===== config.mk =====
export PLATFORM = sky130hd
export DESIGN_NAME = wb_slave_decoder
export DESIGN_NICKNAME = d
export VERILOG_FILES = /design/src/verilog/soc_map_pkg.sv /design/src/verilog/wb_bus_pkg.sv /design/src/verilog/wb_slave_decoder.sv
export SDC_FILE = /design/constraint.sdc
export NUM_CORES = 1
export LEC_CHECK = 0
export ABC_AREA = 1
export BUFFER_PORTS_ARGS = -buffer_cell sky130_fd_sc_hd__buf_2
export CORE_AREA = 2 2 53 55
export DETAILED_ROUTE_END_ITERATION = 12
export DIE_AREA = 0 0 55 57
export GPL_ROUTABILITY_DRIVEN = 0
export PLACE_DENSITY = 0.83
export SYNTH_ARGS = -nofsm -noshare
export SYNTH_HDL_FRONTEND = slang
export SYNTH_SLANG_ARGS = --single-unit

===== constraint.sdc =====
create_clock -name vclk -period 0.85
set_input_delay 0.085 -clock vclk [all_inputs]
set_output_delay 0.085 -clock vclk [all_outputs]
set_load 0.02 [all_outputs]

===== src/verilog/soc_map_pkg.sv =====
// SoC address map, CLINT register offsets and RAM size
`default_nettype none

package soc_map_pkg;

  // ======================================
  // Region bases
  // ======================================
  localparam logic [31:0] RAM_BASE    = 32'h8000_0000;
  localparam logic [31:0] CLINT_BASE  = 32'h3000_0000;
  localparam logic [31:0] PERIPH_BASE = 32'h2000_0000;

  // Top nibble picks the region
  localparam int REGION_MSB = 31;
  localparam int REGION_LSB = 28;

  // RAM size
  localparam int RAM_WORDS  = 1024;
  localparam int RAM_LINES  = 256;
  localparam int LINE_IDX_W = $clog2(RAM_LINES);

  // ======================================
  // CLINT registers
  // ======================================
  localparam int CLINT_OFS_W = 16;
  localparam logic [CLINT_OFS_W-1:0] MSIP_OFS        = 16'h0000;
  localparam logic [CLINT_OFS_W-1:0] MTIMECMP_LO_OFS = 16'h4000;
  localparam logic [CLINT_OFS_W-1:0] MTIMECMP_HI_OFS = 16'h4004;
  localparam logic [CLINT_OFS_W-1:0] MTIME_LO_OFS    = 16'hBFF8;
  localparam logic [CLINT_OFS_W-1:0] MTIME_HI_OFS    = 16'hBFFC;
  localparam int MTIME_W = 64;

endpackage

`default_nettype wire


===== src/verilog/wb_bus_pkg.sv =====
// Wishbone bus widths, cycle type codes, cache line geometry and RAM latency
`default_nettype none

package wb_bus_pkg;

  // ======================================
  // Bus widths
  // ======================================
  localparam int WB_ADR_W = 32;
  localparam int WB_DAT_W = 32;
  localparam int WB_SEL_W = WB_DAT_W / 8;
  localparam int WB_CTI_W = 3;

  // B4 cycle type identifiers
  localparam logic [WB_CTI_W-1:0] CTI_CLASSIC = 3'd0;
  localparam logic [WB_CTI_W-1:0] CTI_INCR    = 3'd2;
  localparam logic [WB_CTI_W-1:0] CTI_EOB     = 3'd7;

  // ======================================
  // Cache line geometry
  // ======================================
  localparam int LINE_W         = 128;
  localparam int LINE_STRB_W    = LINE_W / 8;
  localparam int WORDS_PER_LINE = LINE_W / WB_DAT_W;

  // Word offset sits above the byte lane bits
  localparam int WORD_LSB   = $clog2(WB_SEL_W);
  localparam int WORD_OFS_W = $clog2(WORDS_PER_LINE);
  localparam int LINE_LSB   = WORD_LSB + WORD_OFS_W;

  // Cycles from line read enable to read valid
  localparam int RAM_LATENCY = 4;

endpackage

`default_nettype wire

===== src/verilog/wb_slave_decoder.sv =====
// Wishbone slave decoder with region select, target strobes, ack and read data return
`default_nettype none

module wb_slave_decoder (
  input  logic                            clk_i,
  input  logic                            rst_ni,
  input  logic                            cyc_i,
  input  logic                            stb_i,
  input  logic [wb_bus_pkg::WB_ADR_W-1:0] adr_i,
  input  logic                            ram_ack_i,
  input  logic [wb_bus_pkg::WB_DAT_W-1:0] ram_dat_i,
  input  logic                            clint_ack_i,
  input  logic [wb_bus_pkg::WB_DAT_W-1:0] clint_dat_i,
  output logic                            ram_stb_o,
  output logic                            clint_stb_o,
  output logic                            ack_o,
  output logic [wb_bus_pkg::WB_DAT_W-1:0] dat_o
);

  logic [soc_map_pkg::REGION_MSB-soc_map_pkg::REGION_LSB:0] region;
  logic                                                   req;
  logic                                                   hit_ram;
  logic                                                   hit_clint;

  // Valid bus request
  assign req    = cyc_i & stb_i;
  assign region = adr_i[soc_map_pkg::REGION_MSB:soc_map_pkg::REGION_LSB];

  // Region compare against the map
  assign hit_ram   = (region ==
                      soc_map_pkg::RAM_BASE[soc_map_pkg::REGION_MSB:soc_map_pkg::REGION_LSB]);
  assign hit_clint = (region ==
                      soc_map_pkg::CLINT_BASE[soc_map_pkg::REGION_MSB:soc_map_pkg::REGION_LSB]);

  assign ram_stb_o   = req & hit_ram;
  assign clint_stb_o = req & hit_clint;

  // ======================================
  // Response return
  // ======================================
  always_comb begin
    if (hit_ram) begin
      ack_o = ram_ack_i;
      dat_o = ram_dat_i;
    end else if (hit_clint) begin
      ack_o = clint_ack_i;
      dat_o = clint_dat_i;
    end else begin
      // Peripheral window or hole answered here at once
      ack_o = req;
      dat_o = '0;
    end
  end

  // A target ack never outlives the request it answers
  a_ack_in_req : assert property (
    @(posedge clk_i) disable iff (!rst_ni)
    ack_o |-> req
  );

endmodule

`default_nettype wire


# Word level (Yosys, flattened, before mapping)
# Index checks and enable logic that the tools add are counted.
[classes]
eq_ne = 2
muxes = 4
bitwise = 3
[ops]
columns = ["cell", "count"]
rows = [
  ["$mux W32", 2],
  ["$eq A4 B2 Y1 const B", 1],
  ["$eq A4 B4 Y1 const B", 1],
  ["$and A1 B1 Y1", 3],
  ["$mux W1", 2],
]
[word_totals]
ff_bits = 0
input_bits = 102
output_inout_bits = 35
wordCells = 9

# Depth between registers and ports, before layout
[logic_depth]
word_depth = 3
mapped_depth = 6
depth_no_buf = 6

# Least setup slack after synthesis
# Ideal clock, no wire load.
[synth_path]
kind = "input -> output"
from = "input port adr_i[31] (netlist bit)"
to = "output port dat_o[0] (netlist bit)"
t_arrival_ps = 704
required_time_ps = 765
slack_ps = 61
cell_stages = 4
n_path_buf = 1
path_cell_list = "nor2_2 > buf_4 > nand3_1 > nand2_1"
[synth_between]
elab_chain_len = 3
[synth_rtl]
columns = ["element", "line_no", "source"]
rows = [
  ["from (decl)", "wb_slave_decoder.sv:9", "input logic [wb_bus_pkg::WB_ADR_W-1:0] adr_i,"],
  ["$eq A4 B2 Y1", "wb_slave_decoder.sv:32", "assign hit_clint = (region =="],
  ["$mux W32", "wb_slave_decoder.sv:45", "end else if (hit_clint) begin"],
  ["$mux W32 (*)", "wb_slave_decoder.sv:42", "if (hit_ram) begin"],
  ["to (decl)", "wb_slave_decoder.sv:17", "output logic [wb_bus_pkg::WB_DAT_W-1:0] dat_o"],
]
# Mark *: on every way between the ends. The rest lies on a longest branch, timed or not.

# Final worst setup path
[layout_path]
from = "input port adr_i[30] (netlist bit)"
to = "output port dat_o[25] (netlist bit)"
# The elaborated chain is that of the path after synthesis.

==> results.sh <==
export IMPL_gr_total_overflow=0
export IMPL_drc=0
export IMPL_setup_violations=35
export IMPL_cp_common_cell="buf_6"
export IMPL_worst_path_max_delay_cell="nor2_4"
export IMPL_end_kind="primary output"
export IMPL_rsz0062_at_grt="yes"
export IMPL_vias=1448
export IMPL_cellPowerDensity_nw_per_um2=425
export IMPL_total_power_mw=0.810
export IMPL_synth_area_mux_share_pct=0
export IMPL_port_buffers=107
export IMPL_drt_iter0_markers=62
export IMPL_synth_xor_area_share_pct=0
export IMPL_regArea_um2=0
export IMPL_stdcell_count=270
export IMPL_leakage_nw=0.973
export IMPL_fin_setup_tns_ps=-4510
export IMPL_ant_nets=0
export IMPL_nClkBuffers=0
export IMPL_synth_area_um2=593
export IMPL_yosys_area_share_simple_pct=86.7
export IMPL_area_growth_pct=221
export IMPL_grt_max_degree=27
export IMPL_hold_viol_final=0
export IMPL_wl_um=4730
export IMPL_max_freq_mhz=941
export IMPL_grt_pass1_wl_um=4520
export IMPL_io_pins=137
export IMPL_dp_hpwl_um=2300
export IMPL_drv_cap=0
export IMPL_drive_gt1_share_pct=79.9
export IMPL_syn_area_per_cell_um2=4.74
export IMPL_setup_ws_ps=-213
export IMPL_peakVddDrop_mv=0.279
export IMPL_drt_first_pass_iters=4
export IMPL_status="finished with violations"
export IMPL_timing_slew_headroom_pct=85.1
export IMPL_dpl_cell_count=262
export IMPL_via_per_inst=5.36
export IMPL_die_x_um=55
export IMPL_netlist_instances=125
export IMPL_startpoint_type="input pin"
export IMPL_antenna_found_initial=0
export IMPL_yosys_cell_types_count=9
export IMPL_synth_nets=227
export IMPL_crit_chain="buf_8, nor2_4, buf_6, clkbuf_16, nand3_1, nand2_1, buf_6"
export IMPL_fin_crit_sh_pct=125
export IMPL_cp_required_ps=760
export IMPL_synth_warnings=0
export IMPL_synth_adder_area_share_pct=0
export IMPL_dieHeight_um=57
export IMPL_coreArea_um2=2620
export IMPL_ys_seq_area_share_pct=0
export IMPL_seq_cells=0
export IMPL_cp_max_fo=5
export IMPL_dieArea_um2=3140
export IMPL_crit_cells=7
export IMPL_crit_family="buffers and inverters"
export IMPL_worstMarginPinSlew_ps=224
export IMPL_worstPathBufferInverterCount=4
export IMPL_arrival_ps=980
export IMPL_hold_depth=4
export IMPL_synth_compound_area_share_pct=0
export IMPL_rows=19
export IMPL_synth_top_family_by_area="simple AND/OR/NAND/NOR gates"
export IMPL_violations="negative setup slack"
export IMPL_nets=343
export IMPL_min_path_type="input pin to primary output"
export IMPL_initial_core_util_pct=22.7
export IMPL_grt_pass1_vias=1126
export IMPL_drv_slew=0
export IMPL_post_route_min_period_ps=1060
export IMPL_antenna_cells=0
export IMPL_wire_per_inst_um=17.5
export IMPL_max_stage_delay_ps=190
export IMPL_grt_usage_pct=18.4
export IMPL_crit_type="input pin to primary output"
==> tightest hold or removal path, delay by kind of cell <==
family | cells | cell delay, ps
buf+inv | 2 | 180
simple gates | 2 | 130
==> final timing paths <==
check / from / to / slack, ps
min: clint_dat_i[29] / dat_o[29] / 490
max: adr_i[30] / dat_o[25] / -210
==> cell usage after synthesis, drive strengths merged <==
library cell / number / area, um2
buf: 12 / 67.6
inv: 3 / 11.3
nand2: 38 / 143
nand3: 67 / 335
nor2: 5 / 36.3
==> through the flow <==
| step | hold slack (ps) | instance area (um2) | setup slack [ps] | utilization [%] |
|---|---|---|---|---|
| floorplan | 344 | 593 | 60.9 | - |
| global placement | 501 | 1230 | -177 | 47.1 |
| detailed placement | 504 | 1230 | -206 | 47.1 |
| CTS | 487 | 1460 | -141 | 55.9 |
| global route | 498 | 1910 | -266 | 72.9 |
| finish | 486 | 1910 | -213 | 72.9 |
==> final cells by class <==
cell class                      count  area [um2]
Fill cell                         186         709
Inverter                            3        21.3
Multi-Input combinational cell    110         787
Tap cell                           31        38.8
Timing Repair Buffer              126        1060
==> where the power goes <==
group	switching [mW]	total [mW]	internal, mW
Clock	0	0	0
Combinational	0.404	0.810	0.406
Sequential	0	0	0
==> what timing repair did <==
action | in CTS | in global routing
hold buffers | 0 | 0
pin swaps | 14 | 40
endpoints found under the setup margin | 35 | 35
gates cloned | 1 | 4
resized for setup | 55 | 104
setup buffers | 2 | 3
==> cell usage in the layout (no fill, tap or decap), drive strengths merged <==
master | netlist | final
inv | 3 | 3
clkbuf | 0 | 3
buf | 12 | 123
nand3 | 67 | 67
nor2 | 5 | 5
nand2 | 38 | 38
==> kinds of logic after synthesis <==
| group | after synthesis |
|---|---|
| AND/OR/NAND/NOR | 110 |
| buffers and inverters | 15 |
==> layer usage <==
metal,share of wire (%),track usage [%],wire length [um]
met1,32,18.6,1520
met3,9.0,1.31,427
met4,4.3,1.74,201
met5,0,0,0
met2,54,39.1,2580
Note: power is estimated with default switching activity, not from simulation.
