## src/verilog/soc_map_pkg.sv

```systemverilog
// SoC address map, CLINT register offsets and RAM size
`default_nettype none

package soc_map_pkg;

  // ======================================
  // Region bases
  // ======================================
  localparam logic [31:0] RAM_BASE    = 32'h8000_0000;
  localparam logic [31:0] CLINT_BASE  = 32'h3000_0000;
  localparam logic [31:0] PERIPH_BASE = 32'h2000_0000;

  // Top nibble picks the region
  localparam int REGION_MSB = 31;
  localparam int REGION_LSB = 28;

  // RAM size
  localparam int RAM_WORDS  = 1024;
  localparam int RAM_LINES  = 256;
  localparam int LINE_IDX_W = $clog2(RAM_LINES);

  // ======================================
  // CLINT registers
  // ======================================
  localparam int CLINT_OFS_W = 16;
  localparam logic [CLINT_OFS_W-1:0] MSIP_OFS        = 16'h0000;
  localparam logic [CLINT_OFS_W-1:0] MTIMECMP_LO_OFS = 16'h4000;
  localparam logic [CLINT_OFS_W-1:0] MTIMECMP_HI_OFS = 16'h4004;
  localparam logic [CLINT_OFS_W-1:0] MTIME_LO_OFS    = 16'hBFF8;
  localparam logic [CLINT_OFS_W-1:0] MTIME_HI_OFS    = 16'hBFFC;
  localparam int MTIME_W = 64;

endpackage

`default_nettype wire

```

## src/verilog/wb_bus_pkg.sv

```systemverilog
// Wishbone bus widths, cycle type codes, cache line geometry and RAM latency
`default_nettype none

package wb_bus_pkg;

  // ======================================
  // Bus widths
  // ======================================
  localparam int WB_ADR_W = 32;
  localparam int WB_DAT_W = 32;
  localparam int WB_SEL_W = WB_DAT_W / 8;
  localparam int WB_CTI_W = 3;

  // B4 cycle type identifiers
  localparam logic [WB_CTI_W-1:0] CTI_CLASSIC = 3'd0;
  localparam logic [WB_CTI_W-1:0] CTI_INCR    = 3'd2;
  localparam logic [WB_CTI_W-1:0] CTI_EOB     = 3'd7;

  // ======================================
  // Cache line geometry
  // ======================================
  localparam int LINE_W         = 128;
  localparam int LINE_STRB_W    = LINE_W / 8;
  localparam int WORDS_PER_LINE = LINE_W / WB_DAT_W;

  // Word offset sits above the byte lane bits
  localparam int WORD_LSB   = $clog2(WB_SEL_W);
  localparam int WORD_OFS_W = $clog2(WORDS_PER_LINE);
  localparam int LINE_LSB   = WORD_LSB + WORD_OFS_W;

  // Cycles from line read enable to read valid
  localparam int RAM_LATENCY = 4;

endpackage

`default_nettype wire
```

## src/verilog/clint_regs.sv

```systemverilog
// CLINT registers with machine timer, timer compare, software interrupt bit and IRQ lines
`default_nettype none

module clint_regs (
  input  logic                            clk_i,
  input  logic                            rst_ni,
  input  logic                            stb_i,
  input  logic                            we_i,
  input  logic [wb_bus_pkg::WB_ADR_W-1:0] adr_i,
  input  logic [wb_bus_pkg::WB_DAT_W-1:0] dat_i,
  input  logic [wb_bus_pkg::WB_SEL_W-1:0] sel_i,
  output logic [wb_bus_pkg::WB_DAT_W-1:0] dat_o,
  output logic                            ack_o,
  output logic                            timer_irq_o,
  output logic                            sw_irq_o
);

  logic [soc_map_pkg::MTIME_W-1:0]     mtime_q;
  logic [soc_map_pkg::MTIME_W-1:0]     mtime_nxt;
  logic [soc_map_pkg::MTIME_W-1:0]     mtimecmp_q;
  logic                                msip_q;
  logic                                ack_q;
  logic [wb_bus_pkg::WB_DAT_W-1:0]     dat_q;
  logic [wb_bus_pkg::WB_DAT_W-1:0]     rdata;
  logic [soc_map_pkg::CLINT_OFS_W-1:0] ofs;
  logic                                access;
  logic                                wr_en;

  // Byte-lane merge of a write into a 32-bit half
  function automatic logic [wb_bus_pkg::WB_DAT_W-1:0] merge_bytes(
    input logic [wb_bus_pkg::WB_DAT_W-1:0] old_val,
    input logic [wb_bus_pkg::WB_DAT_W-1:0] new_val,
    input logic [wb_bus_pkg::WB_SEL_W-1:0] sel
  );
    logic [wb_bus_pkg::WB_DAT_W-1:0] res;
    res = old_val;
    for (int b = 0; b < wb_bus_pkg::WB_SEL_W; b++) begin
      if (sel[b]) begin
        res[b*8 +: 8] = new_val[b*8 +: 8];
      end
    end
    return res;
  endfunction

  // First cycle of each access only
  assign access = stb_i & ~ack_q;
  assign wr_en  = access & we_i;
  assign ofs    = adr_i[soc_map_pkg::CLINT_OFS_W-1:0];

  // ======================================
  // Free running timer
  // ======================================
  // Half writes override the increment
  always_comb begin
    mtime_nxt = mtime_q + 1'b1;
    if (wr_en && ofs == soc_map_pkg::MTIME_LO_OFS) begin
      mtime_nxt[wb_bus_pkg::WB_DAT_W-1:0] =
        merge_bytes(mtime_q[wb_bus_pkg::WB_DAT_W-1:0], dat_i, sel_i);
    end
    if (wr_en && ofs == soc_map_pkg::MTIME_HI_OFS) begin
      mtime_nxt[soc_map_pkg::MTIME_W-1:wb_bus_pkg::WB_DAT_W] =
        merge_bytes(mtime_q[soc_map_pkg::MTIME_W-1:wb_bus_pkg::WB_DAT_W], dat_i, sel_i);
    end
  end

  // Read mux
  always_comb begin
    case (ofs)
      soc_map_pkg::MSIP_OFS:        rdata = {{(wb_bus_pkg::WB_DAT_W-1){1'b0}}, msip_q};
      soc_map_pkg::MTIMECMP_LO_OFS: rdata = mtimecmp_q[wb_bus_pkg::WB_DAT_W-1:0];
      soc_map_pkg::MTIMECMP_HI_OFS:
        rdata = mtimecmp_q[soc_map_pkg::MTIME_W-1:wb_bus_pkg::WB_DAT_W];
      soc_map_pkg::MTIME_LO_OFS:    rdata = mtime_q[wb_bus_pkg::WB_DAT_W-1:0];
      soc_map_pkg::MTIME_HI_OFS:    rdata = mtime_q[soc_map_pkg::MTIME_W-1:wb_bus_pkg::WB_DAT_W];
      default:                      rdata = '0;
    endcase
  end

  // ======================================
  // Register file
  // ======================================
  always_ff @(posedge clk_i) begin
    if (!rst_ni) begin
      mtime_q    <= '0;
      mtimecmp_q <= '1;
      msip_q     <= 1'b0;
      ack_q      <= 1'b0;
    end else begin
      mtime_q <= mtime_nxt;
      ack_q   <= access;
      if (wr_en && ofs == soc_map_pkg::MTIMECMP_LO_OFS) begin
        mtimecmp_q[wb_bus_pkg::WB_DAT_W-1:0] <=
          merge_bytes(mtimecmp_q[wb_bus_pkg::WB_DAT_W-1:0], dat_i, sel_i);
      end
      if (wr_en && ofs == soc_map_pkg::MTIMECMP_HI_OFS) begin
        mtimecmp_q[soc_map_pkg::MTIME_W-1:wb_bus_pkg::WB_DAT_W] <=
          merge_bytes(mtimecmp_q[soc_map_pkg::MTIME_W-1:wb_bus_pkg::WB_DAT_W], dat_i, sel_i);
      end
      // Only bit 0 of msip is implemented
      if (wr_en && ofs == soc_map_pkg::MSIP_OFS && sel_i[0]) begin
        msip_q <= dat_i[0];
      end
    end
  end

  // Read data registered with the ack
  always_ff @(posedge clk_i) begin
    if (access) begin
      dat_q <= rdata;
    end
  end

  assign dat_o       = dat_q;
  assign ack_o       = ack_q;
  assign timer_irq_o = (mtime_q >= mtimecmp_q);
  assign sw_irq_o    = msip_q;

endmodule

`default_nettype wire

```

## config.mk

```make
export PLATFORM = sky130hd
export DESIGN_NAME = clint_regs
export DESIGN_NICKNAME = d
export VERILOG_FILES = /design/src/verilog/soc_map_pkg.sv /design/src/verilog/wb_bus_pkg.sv /design/src/verilog/clint_regs.sv
export SDC_FILE = /design/constraint.sdc
export NUM_CORES = 1
export LEC_CHECK = 0
export BUFFER_PORTS_ARGS = -buffer_cell sky130_fd_sc_hd__buf_2
export CELL_PAD_IN_SITES_DETAIL_PLACEMENT = 1
export CELL_PAD_IN_SITES_GLOBAL_PLACEMENT = 2
export CORE_MARGIN = 2
export CORE_UTILIZATION = 37
export CTS_CLUSTER_SIZE = 25
export DETAILED_ROUTE_END_ITERATION = 8
export PLACE_DENSITY = 0.91
export SLEW_MARGIN = 20
export SYNTH_ARGS = -nofsm -noshare
export SYNTH_HDL_FRONTEND = slang
export SYNTH_SLANG_ARGS = --single-unit
```

## constraint.sdc

```tcl
create_clock -name clk_i -period 3.55 [get_ports clk_i]
set_clock_uncertainty 0.1 [all_clocks]
set_input_delay 0.355 -clock clk_i [delete_from_list [all_inputs] [get_ports clk_i]]
set_output_delay 0.355 -clock clk_i [all_outputs]
set_load 0.1 [all_outputs]
```

Yosys cells after proc, flatten, opt, wreduce, memory -nomap -nowiden

Index checks and enable logic that the tools add are counted.

$add $sub $neg: 1
Order comparisons: 1
Equal/unequal tests: 12
Mux-type cells: 7
Bitwise gates (word level): 3
Reductions and logical operators: 15

Operator list:

| kind                    | count |
|---|---|
| $pmux W32 S5            | 1 |
| $add A64 B1 Y64 const B | 1 |
| $ge A64 B64 Y1          | 1 |
| $mux W32                | 2 |
| $eq A16 B15 Y1 const B  | 2 |
| $eq A16 B16 Y1 const B  | 2 |
| $mux W8                 | 4 |
| $logic_not A16 Y1       | 1 |
| $ne A2 B2 Y1 const B    | 8 |
| $reduce_and A2 Y1       | 8 |
| $logic_and A1 B1 Y1     | 6 |
| $and A1 B1 Y1           | 2 |
| $not A1 Y1              | 1 |

Bits in registers: 162
Bits of input ports: 72
Output and inout bits: 35
Word-level logic and storage cells: 58

Longest topological paths before layout

Depth in word-level cells: 5
Gate-level depth with buffers: 10
Mapped depth without buffers: 8

Worst setup path after synthesis

No wires, ideal clock.

Path type: register -> output
Start: register mtimecmp_q[11] (netlist bit)
End: output port timer_irq_o
Arrival: 3780 ps
Required time: 3095 ps
Path slack: -685 ps
Cell stages (with the launch flop): 9
Path buffers: 0
Path through: dfxtp_1 inv_1 ha_1 nand4_1 or3_1 a2111oi_0 a211o_1 a21oi_1 o31ai_1

Longest elaborated chain between the ends: 1

RTL lines:

| what                            | line              | RTL |
|---|---|---|
| start, declared                 | clint_regs.sv:20  | `logic [soc_map_pkg::MTIME_W-1:0] mtimecmp_q;` |
| start signal, assigned by index | clint_regs.sv:92  | `mtimecmp_q[wb_bus_pkg::WB_DAT_W-1:0] <=` |
| start signal, assigned by index | clint_regs.sv:96  | `mtimecmp_q[soc_map_pkg::MTIME_W-1:wb_bus_pkg::WB_DAT_W] <=` |
| $ge A64 B64 Y1                  | clint_regs.sv:115 | `assign timer_irq_o = (mtime_q >= mtimecmp_q);` |
| end, declared                   | clint_regs.sv:14  | `output logic timer_irq_o,` |

Every way passes these cells.

Final worst setup path

Same ends and word-level chain as after synthesis.

==> results.json <==
{
  "hold_class": "in2reg",
  "gp_congestion": 0.816,
  "num_io_pins": 107,
  "syn_area_sq_mm": 0.00983,
  "clockBufferDepth": 2,
  "fill_cells": 3104,
  "cts_buffers": 17,
  "track_usage_pct": 24.3,
  "dp_slack_ns": 0.368,
  "core-area_sq_mm": 0.0261,
  "vias": 9214,
  "synth_top_area_cell": "dfxtp_1",
  "first_pass_iters": 5,
  "setup_viol_count_final": 0,
  "slew_violations": 0,
  "cp_data_arrival_time_ns": 2.88,
  "antenna_found_initial": 1,
  "yosysMostFrequentCell": "dfxtp_1",
  "yosys_register_bits": 162,
  "switching_share_pct": 27.2,
  "clock_tree.root_cell": "clkbuf_16",
  "async_flop_share_pct": 0,
  "io_buffers": 90,
  "status": "complete, no violations",
  "cts_tree": "done",
  "grt_max_degree": 51,
  "seq_area_frac_synth_pct": 36.2,
  "max-vdd-ir-drop_mv": 0.260,
  "period_share_pct": 93.9,
  "switchingPower_mw": 1.10,
  "worstSetupStartpointType": "flop",
  "viasPerCell": 5.93,
  "clk_pin_slew_ns": 0.06,
  "areaGrowthSynthToFinish_pct": 16.0,
  "fin_ws_ns": 0.218,
  "drc": 0,
  "diodes": 0,
  "wl_per_cell_um": 21.8,
  "grt_pass1_vias": 9437,
  "drive_gt1_share_pct": 17.5,
  "cap_violations": 0,
  "max_freq_mhz": 300,
  "period_minus_slack_ns": 3.33,
  "cts_sinks": 162,
  "syn_inst": 1115,
  "critical_path.max_fanout": 3,
  "hpwlAfterDp_um": 24300,
  "cellInternalPower_mw": 2.94,
  "fin_nets": 1344,
  "placed_area_sq_mm": 0.0108,
  "clk_latency_ns": 0.44,
  "comb_power_share_pct": 7.9,
  "post_cts_buffers": 0,
  "wl_um": 33900,
  "synth_edf_count": 32,
  "cellPowerDensity_mw_per_mm2": 354,
  "yosys_warnings": 0,
  "ys.flop_type": "dfxtp_1",
  "design_area_sq_mm": 0.0114,
  "die_width_um": 167,
  "worstSetupPathType": "reg2out",
  "initial_core_util_pct": 37.7,
  "grt_pass1_wl_um": 53500,
  "ys_top_cells_by_count": "dfxtp_1, nand2_1, inv_1, a21oi_1",
  "synth_fp_nets": 1252,
  "tightest_slew_ns": 0.984,
  "rsz0062_at_grt": "false",
  "p_leak_nw": 5.53,
  "cp-end-kind": "output pin",
  "hold_viol_final": 0,
  "slew_headroom_pct": 34.0,
  "die_height_um": 167,
  "syn_area_per_cell_sq_um": 8.82,
  "yosysTopAreaCellShare_pct": 26.5,
  "antenna_left": 0,
  "synthTopCellsByArea": "dfxtp_1, edfxtp_1, ha_1",
  "critPathRequiredTime_ns": 3.09,
  "drtIter0Drc": 584,
  "seq_power_share_pct": 47.1,
  "synth_cell_type_count": 70,
  "rows": 59,
  "dieArea_sq_mm": 0.0279,
  "htree_num_levels": 4,
  "fin_setup_tns_ns": 0,
  "grt_overflow": 0,
  "clkPwrFrac_pct": 45.1
}
layout by cell type (no fill, tap or decap), types with 8 or more instances in the layout:
cell type / n
dfxtp_1: 130
nand2_1: 109
buf_2: 89
inv_1: 73
a21oi_1: 68
nand3_1: 65
mux2i_1: 65
ha_1: 65
o21ai_0: 56
nor2_1: 51
buf_4: 47
nand4_1: 37
a221o_1: 32
edfxtp_1: 32
a22o_1: 31
a31oi_1: 24
xor2_1: 21
mux2_2: 20
and3_1: 19
clkbuf_16: 17
nor3_1: 14
and2_1: 11
o211ai_1: 11
or3_1: 10
a21o_1: 9
nor4_1: 8
metal layers:
metal / vias to the layer above / part of all wire, % / global-route usage [%]
met2: 233 / 48 / 40.0
li1: 4334 / - / -
met1: 4590 / 46 / 32.4
met5: - / 0.021 / 0
met3: 55 / 4.1 / 3.68
met4: 2 / 2.6 / 8.81
cells by family after synthesis:
group           share of synthesized area, %
mux                                     8.91
flops                                   36.2
buf+inv                                 5.50
fa+ha+maj                               8.27
simple gates                            19.9
xor+xnor                                1.96
compound gates                          19.3
what timing repair did:
action | 4_1_cts | 5_1_grt
endpoints found under the hold margin | 0 | 0
gates resized for setup | 1 | 4
gates cloned | 0 | 0
setup endpoints to repair | 1 | 1
hold buffers | 0 | 0
registers in the layout (all words and copies together), names as in the netlist:
| signal | cells |
|---|---|
| ack_o | 1 |
| dat_o | 32 |
| mtime_q | 64 |
| mtimecmp_q | 64 |
| sw_irq_o | 1 |
layout make-up:
cell class | instances | area (sq um) | area share (%)
multi-input combinational | 815 | 5770 | 50.6
sequential | 162 | 3560 | 31.2
timing repair buffer | 137 | 818 | 7.17
clock buffer | 18 | 429 | 3.76
tap | 335 | 419 | 3.67
inverter | 74 | 278 | 2.43
clock inverter | 14 | 131 | 1.15
stage by stage:
step | std cells | total power [mW] | hold slack, ns | utilization [%]
2_1_floorplan | 1115 | 2.14 | 0.367 | -
3_3_place_gp | 1522 | 2.25 | 0.382 | 41.5
3_5_place_dp | 1523 | 2.26 | 0.392 | 41.6
4_1_cts | 1555 | 4.06 | 0.0676 | 43.7
5_1_grt | 1555 | 4.17 | 0.0826 | 43.8
6_report | 1555 | 4.04 | 0.0903 | 43.8
power groups by stage:
stage	Combinational, mW	Clock [mW]	Sequential [mW]
2_1_floorplan	0.0808	0	2.06
3_3_place_gp	0.310	0	1.94
3_5_place_dp	0.316	0	1.94
4_1_cts	0.317	1.85	1.90
5_1_grt	0.335	1.93	1.90
6_report	0.317	1.82	1.90
worst max-delay path: stages, from the launching register on:
cell       delay, ns
dfxtp_1         0.36
inv_1           0.05
ha_1            0.32
nand4_1         0.12
or3_1           0.40
a2111oi_2       0.27
a211o_1         0.20
a21oi_1         0.11
o31ai_2         0.28
buf_4           0.33
worst paths after layout:
path | cells after the start | start | end | slack [ns]
max reg2reg | 8 | mtime_q[0] | mtime_q[34] | 0.58
min | 3 | dat_i[9] | mtimecmp_q[41] | 0.09
min reg2reg | 2 | mtimecmp_q[30] | mtimecmp_q[30] | 0.41
max | 9 | mtimecmp_q[11] | timer_irq_o | 0.22
Note: power is estimated with default switching activity, not from simulation.
